===== config.mk =====
export PLATFORM = sky130hd
export DESIGN_NAME = ex_unit
export DESIGN_NICKNAME = d
export VERILOG_FILES = /design/src/hdl/alu_pkg.sv /design/src/hdl/ex_unit.sv /design/src/hdl/ex_result_mux.sv /design/src/hdl/mul_shift.sv /design/src/hdl/alu_comb.sv
export SDC_FILE = /design/constraint.sdc
export NUM_CORES = 2
export LEC_CHECK = 0
export BUFFER_PORTS_ARGS = -buffer_cell sky130_fd_sc_hd__buf_2
export CELL_PAD_IN_SITES_DETAIL_PLACEMENT = 1
export CELL_PAD_IN_SITES_GLOBAL_PLACEMENT = 2
export CORE_MARGIN = 2
export CORE_UTILIZATION = 30
export CTS_CLUSTER_DIAMETER = 200
export CTS_CLUSTER_SIZE = 25
export DETAILED_ROUTE_END_ITERATION = 8
export GPL_TIMING_DRIVEN = 0
export PLACE_DENSITY_LB_ADDON = 0.1
export SYNTH_ARGS = -nofsm -noshare
export SYNTH_HDL_FRONTEND = slang
export SYNTH_HIERARCHICAL = 1
export SYNTH_SLANG_ARGS = --single-unit

===== constraint.sdc =====
create_clock -name clk -period 8.9 [get_ports clk]
set_input_delay 1.78 -clock clk [delete_from_list [all_inputs] [get_ports clk]]
set_output_delay 1.78 -clock clk [all_outputs]
set_load 0.02 [all_outputs]

===== src/hdl/alu_pkg.sv =====
`default_nettype none

package alu_pkg;

    localparam int XLEN = 64;
    localparam int WLEN = 32;   // word half for the *w ops

    // encodings are what the vector file uses, keep them fixed
    typedef enum logic [4:0] {
        ALU_ADD  = 5'h00,
        ALU_SUB  = 5'h01,
        ALU_AND  = 5'h02,
        ALU_OR   = 5'h03,
        ALU_XOR  = 5'h04,
        ALU_SLL  = 5'h05,
        ALU_SRL  = 5'h06,
        ALU_SRA  = 5'h07,
        ALU_SLT  = 5'h08,
        ALU_SLTU = 5'h09,
        ALU_BEQ  = 5'h0a,
        ALU_BNE  = 5'h0b,
        ALU_BLT  = 5'h0c,
        ALU_BGE  = 5'h0d,
        ALU_BLTU = 5'h0e,
        ALU_BGEU = 5'h0f,
        ALU_MUL  = 5'h10
    } alu_op_e;

    typedef enum logic [1:0] {
        EXT_NONE   = 2'd0,
        EXT_SEXT32 = 2'd1,
        EXT_ZEXT32 = 2'd2,
        EXT_SEXT16 = 2'd3
    } ext_e;

    typedef struct packed {
        alu_op_e         op;
        logic            word;   // 32-bit op, result sign extended
        ext_e            ext;
        logic [XLEN-1:0] src1;
        logic [XLEN-1:0] src2;
    } ex_req_t;

    typedef struct packed {
        logic [XLEN-1:0] result;
        logic            taken;
    } ex_rsp_t;

    // raw alu side, before extension
    typedef struct packed {
        logic [XLEN-1:0] result;
        logic            taken;
    } alu_out_t;

    function automatic logic [XLEN-1:0] sext_word(input logic [WLEN-1:0] v);
        return {{(XLEN - WLEN){v[WLEN-1]}}, v};
    endfunction

endpackage

`default_nettype wire

===== src/hdl/ex_unit.sv =====
`default_nettype none

module ex_unit #(
    parameter int MUL_BITS = 1
) (
    input  logic              clk,
    input  logic              rst,
    input  logic              req_valid,
    input  alu_pkg::ex_req_t  req,
    output logic              rsp_valid,
    output alu_pkg::ex_rsp_t  rsp,
    output logic              stall
);
    import alu_pkg::*;

    alu_out_t        alu_out;
    logic            mul_start;
    logic            mul_busy;
    logic            mul_done;
    logic [XLEN-1:0] product;

    // only start a mul when the multiplier is idle
    assign mul_start = req_valid && (req.op == ALU_MUL) && !mul_busy;

    alu_comb u_alu_comb (
        .req (req),
        .out (alu_out)
    );

    mul_shift #(
        .MUL_BITS (MUL_BITS)
    ) u_mul_shift (
        .clk     (clk),
        .rst     (rst),
        .start   (mul_start),
        .src1    (req.src1),
        .src2    (req.src2),
        .busy    (mul_busy),
        .done    (mul_done),
        .product (product)
    );

    ex_result_mux u_ex_result_mux (
        .clk       (clk),
        .rst       (rst),
        .req_valid (req_valid),
        .req       (req),
        .alu       (alu_out),
        .mul_busy  (mul_busy),
        .mul_done  (mul_done),
        .product   (product),
        .rsp_valid (rsp_valid),
        .rsp       (rsp),
        .stall     (stall)
    );

endmodule

`default_nettype wire


===== src/hdl/ex_result_mux.sv =====
`default_nettype none

module ex_result_mux (
    input  logic                     clk,
    input  logic                     rst,
    input  logic                     req_valid,
    input  alu_pkg::ex_req_t         req,
    input  alu_pkg::alu_out_t        alu,
    input  logic                     mul_busy,
    input  logic                     mul_done,
    input  logic [alu_pkg::XLEN-1:0] product,
    output logic                     rsp_valid,
    output alu_pkg::ex_rsp_t         rsp,
    output logic                     stall
);
    import alu_pkg::*;

    logic            mul_start;
    logic            mul_pend;    // a mul was started and not answered yet
    logic            pend_word;
    ext_e            pend_ext;
    logic            use_mul;
    logic [XLEN-1:0] mul_res;
    logic [XLEN-1:0] raw;
    ext_e            ext_sel;

    assign mul_start = req_valid && (req.op == ALU_MUL) && !mul_busy;

    always_ff @(posedge clk) begin
        if (rst)
            mul_pend <= 1'b0;
        else if (mul_start)
            mul_pend <= 1'b1;
        else if (mul_done)
            mul_pend <= 1'b0;
    end

    // word and ext of the mul, taken at the start edge
    always_ff @(posedge clk) begin
        if (mul_start) begin
            pend_word <= req.word;
            pend_ext  <= req.ext;
        end
    end

    assign use_mul = mul_done && mul_pend;
    assign mul_res = pend_word ? sext_word(product[WLEN-1:0]) : product;
    assign raw     = use_mul ? mul_res : alu.result;
    assign ext_sel = use_mul ? pend_ext : req.ext;

    always_comb begin
        case (ext_sel)
            EXT_SEXT32: rsp.result = sext_word(raw[WLEN-1:0]);
            EXT_ZEXT32: rsp.result = {{(XLEN - WLEN){1'b0}}, raw[WLEN-1:0]};
            EXT_SEXT16: rsp.result = {{(XLEN - 16){raw[15]}}, raw[15:0]};
            default:    rsp.result = raw;
        endcase
    end

    assign rsp.taken = alu.taken && !use_mul;   // mul never branches

    // one pulse per mul, same-cycle valid for everything else
    assign rsp_valid = use_mul || (req_valid && (req.op != ALU_MUL));
    assign stall     = mul_busy;                // through the done cycle

endmodule

`default_nettype wire


===== src/hdl/mul_shift.sv =====
`default_nettype none

module mul_shift #(
    parameter int MUL_BITS = 1   // multiplier bits retired per cycle
) (
    input  logic                     clk,
    input  logic                     rst,
    input  logic                     start,
    input  logic [alu_pkg::XLEN-1:0] src1,
    input  logic [alu_pkg::XLEN-1:0] src2,
    output logic                     busy,
    output logic                     done,
    output logic [alu_pkg::XLEN-1:0] product
);
    import alu_pkg::*;

    localparam int STEPS = XLEN / MUL_BITS;
    localparam int CNT_W = $clog2(STEPS + 1);

    if (XLEN % MUL_BITS != 0) begin : g_bad_mul_bits
        $error("mul_shift: MUL_BITS must divide the data width");
    end

    logic [XLEN-1:0]  mcand;    // shifted left each step
    logic [XLEN-1:0]  mplier;   // shifted right each step
    logic [XLEN-1:0]  acc;
    logic [XLEN-1:0]  step_sum;
    logic [CNT_W-1:0] cnt;
    logic             run;

    // busy also covers the done cycle, only the steps before it add
    assign run = busy && !done;

    always_comb begin
        step_sum = acc;
        for (int i = 0; i < MUL_BITS; i++) begin
            if (mplier[i])
                step_sum = step_sum + (mcand << i);   // low 64 bits only
        end
    end

    always_ff @(posedge clk) begin
        if (rst) begin
            busy <= 1'b0;
            done <= 1'b0;
            cnt  <= '0;
        end else if (start && !busy) begin
            busy <= 1'b1;
            cnt  <= CNT_W'(STEPS);
        end else if (done) begin
            busy <= 1'b0;
            done <= 1'b0;
        end else if (busy) begin
            cnt  <= cnt - CNT_W'(1);
            done <= (cnt == CNT_W'(1));   // last step
        end
    end

    always_ff @(posedge clk) begin
        if (start && !busy) begin
            mcand  <= src1;
            mplier <= src2;
            acc    <= '0;
        end else if (run) begin
            acc    <= step_sum;
            mcand  <= mcand << MUL_BITS;
            mplier <= mplier >> MUL_BITS;
        end
    end

    assign product = acc;

endmodule

`default_nettype wire


===== src/hdl/alu_comb.sv =====
`default_nettype none

module alu_comb (
    input  alu_pkg::ex_req_t  req,
    output alu_pkg::alu_out_t out
);
    import alu_pkg::*;

    logic [XLEN-1:0] src1;
    logic [XLEN-1:0] src2;
    logic [XLEN-1:0] sum;
    logic [XLEN-1:0] diff;

    // shift amounts, 6 bits normally, 5 in word mode
    logic [5:0] shamt_d;
    logic [4:0] shamt_w;

    logic [XLEN-1:0] sll_d;
    logic [XLEN-1:0] srl_d;
    logic [XLEN-1:0] sra_d;
    logic [WLEN-1:0] sll_w;
    logic [WLEN-1:0] srl_w;
    logic [WLEN-1:0] sra_w;

    logic lt_s;
    logic lt_u;
    logic eq;

    assign src1 = req.src1;
    assign src2 = req.src2;

    assign sum  = src1 + src2;
    assign diff = src1 - src2;

    assign shamt_d = src2[5:0];
    assign shamt_w = src2[4:0];

    assign sll_d = src1 << shamt_d;
    assign srl_d = src1 >> shamt_d;
    assign sra_d = $signed(src1) >>> shamt_d;

    // word shifts only look at the low half of src1
    assign sll_w = src1[WLEN-1:0] << shamt_w;
    assign srl_w = src1[WLEN-1:0] >> shamt_w;
    assign sra_w = $signed(src1[WLEN-1:0]) >>> shamt_w;   // fills from bit 31

    assign lt_s = $signed(src1) < $signed(src2);
    assign lt_u = src1 < src2;
    assign eq   = (src1 == src2);

    always_comb begin
        out.result = diff;   // branch ops keep src1 - src2
        out.taken  = 1'b0;
        case (req.op)
            ALU_ADD: begin
                out.result = req.word ? sext_word(sum[WLEN-1:0]) : sum;
            end
            ALU_SUB: begin
                out.result = req.word ? sext_word(diff[WLEN-1:0]) : diff;
            end
            ALU_AND: out.result = src1 & src2;
            ALU_OR:  out.result = src1 | src2;
            ALU_XOR: out.result = src1 ^ src2;
            ALU_SLL: begin
                out.result = req.word ? sext_word(sll_w) : sll_d;
            end
            ALU_SRL: begin
                out.result = req.word ? sext_word(srl_w) : srl_d;
            end
            ALU_SRA: begin
                out.result = req.word ? sext_word(sra_w) : sra_d;
            end
            ALU_SLT:  out.result = {{(XLEN - 1){1'b0}}, lt_s};
            ALU_SLTU: out.result = {{(XLEN - 1){1'b0}}, lt_u};

            // compares, taken is the branch decision
            ALU_BEQ:  out.taken = eq;
            ALU_BNE:  out.taken = !eq;
            ALU_BLT:  out.taken = lt_s;
            ALU_BGE:  out.taken = !lt_s;
            ALU_BLTU: out.taken = lt_u;
            ALU_BGEU: out.taken = !lt_u;

            // mul result comes from the multiplier, nothing to do here
            default: begin
                out.result = diff;
                out.taken  = 1'b0;
            end
        endcase
    end

endmodule

`default_nettype wire


==> flow_summary.ini <==
[clock_tree]
insertion_delay_ns = 0.58
clock_sinks = 205
h-tree-depth = 1
path_clk_slew_ns = 0.10
cts_tree = done
cts_made_buffers = 12
cts_root_buf = clkbuf_16
clk_path_buf_depth = 3

[global_route]
grt-ovfl-total = 0
grt_pass1_wl_mm = 366
track_usage_pct = 44.7
grt_pass1_vias = 42400
grt_max_degree = 60
antenna_found_initial = 17

[timing]
setup_viol = 34
period_share_pct = 103
drv_slew = 3
skew_ns = 0.0256
worst_pin_slew_ns = 1.53
timing.fmax_mhz = 109
timing.slew.headroom_pct = -2.54
grt_setup_unrepaired = true
period_minus_slack_ns = 9.16
setup_ws_ns = -0.264
hold_violations = 0

[pwr]
power_density_nw_per_um2 = 141
total_power_mw = 5.55
p_leak_nw = 16.0
ir_worst_vdd_v = 0.000207

[placement]
placed_area_sq_um = 37800
pre_cts_slack_ns = -4.12
io_buffers = 205
detailed_place_hpwl_mm = 226
post-place-cells = 6583
routabilityCongestion = 1.11

[route]
drt_iter0_markers = 5631
wl_per_cell_um = 41.4
drc = 0
firstDrtPassIters = 6
vias = 44200
avgViaCountPerCell = 6.68
ant_nets = 0
wirelength_mm = 274

[cells_and_area]
stdcell_area_sq_um = 39200
nFillCells = 14400
final_cells = 6624
nets = 5497
area.growth.synth_to_final_pct = 13.2
layout-drive-gt1-share_pct = 13.6

[floorplan]
io_pins = 206
start_util_pct = 30.3
fp-row-count = 124
dieArea_sq_um = 118000
coreArea_sq_um = 115000
die_w_um = 344
chipHeight_um = 344

[critical_path]
worstSetupEndpointType = output port
crit_required_ns = 7.12
worst-endpoint-arrival_ns = 7.38
critPathKind = in2out
r2r-start = u_mul_shift/busy
setup.worst_path.start = req[1]
startpoint_type = input port
worst-path-max-fanout = 10

[yosys]
avgSynthCellArea_sq_um = 7.14
synth_top_area_share_pct = 11.3
synth_nets = 5256
syn_area_sq_um = 34700
synth_seq_cells = 205
synth_area_leaders = edfxtp_1, ha_1, nand2_1
yosysTopAreaCell = edfxtp_1
synth-seq-area-share_pct = 15.6
synth_edf_count = 131
yosys_warnings = 6
async_reset_ff_share_pct = 0
ys.flop_type = edfxtp_1
yosysUniqueCellTypes = 102
syn_inst = 4856

[status]
status = finished with violations
violations = max-capacitance violations, max-slew violations, negative setup slack

[flow_run]
cap_violations = 2

[min_path]
min_path_type = reg2reg
hp-start = u_mul_shift/product[13]
worst paths after layout:
check / endpoint / slack (ns) / cells after the start
worst max register to register: u_mul_shift/mplier[53] / 4.06 / 8
worst min register to register: u_mul_shift/product[13] / 0.49 / 2
worst min-delay path: u_mul_shift/product[13] / 0.49 / 2
worst max-delay path: rsp[44] / -0.26 / 15
state kept, by name, summed over array words and instances (netlist names):
name,count
u_mul_shift/mcand,64
u_mul_shift/product,64
u_mul_shift/busy,1
u_mul_shift/cnt,7
u_mul_shift/mplier,64
u_ex_result_mux/pend_ext,2
u_ex_result_mux/mul_pend,1
u_mul_shift/done,1
u_ex_result_mux/pend_word,1
report_power, final:
group | internal, mW | total, mW | switching, mW | leakage (nW)
logic | 1.10 | 3.64 | 2.54 | 14.0
clock network | 0.279 | 0.691 | 0.412 | 0.178
registers | 1.11 | 1.22 | 0.108 | 1.80
synthesized netlist by cell type (all sizes together), types with 34 or more instances:
| master | instances |
|---|---|
| o22ai | 55 |
| inv | 258 |
| o21bai | 58 |
| clkbuf | 241 |
| a211oi | 68 |
| nor3 | 71 |
| mux4 | 90 |
| a22oi | 61 |
| a221oi | 53 |
| xnor2 | 91 |
| nand2 | 797 |
| o21ai | 351 |
| a31oi | 37 |
| ha | 258 |
| nand3 | 102 |
| nor4 | 39 |
| edfxtp | 131 |
| o211ai | 66 |
| nor2 | 496 |
| nand4 | 35 |
| a21oi | 472 |
| buf | 112 |
| mux2 | 61 |
| mux2i | 171 |
| dfxtp | 74 |
| nand2b | 35 |
| a221o | 54 |
| o31ai | 34 |
| a21o | 75 |
per-stage QoR:
stage          TNS, ns  hold slack, ns  util (%)
2_1_floorplan        0           0.437         -
3_3_place_gp   -483.58           0.459      32.8
3_5_place_dp   -193.57           0.467      33.0
4_1_cts          -2.16           0.479      34.0
5_1_grt        -0.0768           0.500      34.3
6_report         -2.89           0.486      34.3
critical path: stages:
cell	delay (ns)
buf_6	0.19
buf_4	0.32
buf_2	0.42
clkbuf_1	0.77
nor2_1	0.14
a21oi_2	0.68
o22ai_1	0.66
a31oi_1	0.52
a21oi_1	0.18
nor3_1	0.26
o21ai_1	0.11
o311ai_1	0.28
nand3_1	0.38
a221o_1	0.46
buf_2	0.18
final cells by class:
type                    instances  area (sq um)  share of cell area [%]
multi-input cells            4035         27500                    70.0
inverters                     263           992                    2.53
clock buffers                  18           344                   0.877
plain buffers                 348          1760                    4.48
repair buffers                232          1330                    3.39
clock inverters                 2          22.5                  0.0574
well taps                    1512          1890                    4.82
flip-flops and latches        205          5420                    13.8
diodes                          9          22.5                  0.0574
kinds of logic after synthesis:
| family | share of synthesized area, % |
|---|---|
| and+or+nand+nor | 21.4 |
| muxes | 12.8 |
| adders and majority gates | 9.48 |
| DFF | 15.6 |
| buffers and inverters | 7.36 |
| AOI/OAI and AO/OA | 30.4 |
| xor gates and xnor gates | 2.98 |
cell usage in the layout (no fill, tap or decap), types with 66 or more instances in the layout:
| cell type | instances |
|---|---|
| mux4_2 | 90 |
| edfxtp_1 | 131 |
| mux2i_1 | 165 |
| dfxtp_1 | 74 |
| nor3_1 | 67 |
| a21oi_1 | 446 |
| o211ai_1 | 66 |
| o21ai_0 | 267 |
| ha_1 | 257 |
| buf_2 | 245 |
| nor2_1 | 489 |
| xnor2_1 | 89 |
| inv_1 | 245 |
| clkbuf_1 | 203 |
| a21o_1 | 75 |
| o21ai_1 | 71 |
| nand2_1 | 788 |
| nand3_1 | 102 |
routing by layer:
layer  global-route usage, %  routed length (um)
met4                    32.9               24100
met3                    10.7               27500
met5                    1.32                  91
met1                    58.9              113000
met2                    63.0              110000
repair_timing:
action / 4_1_cts / 5_1_grt
pin swaps: 10 / 7
resized for setup: 189 / 78
setup endpoints to repair: 65 / 49
buffers inserted: 11 / 6
hold buffers: 0 / 0
No activity file was read; power rests on OpenSTA's default activity.
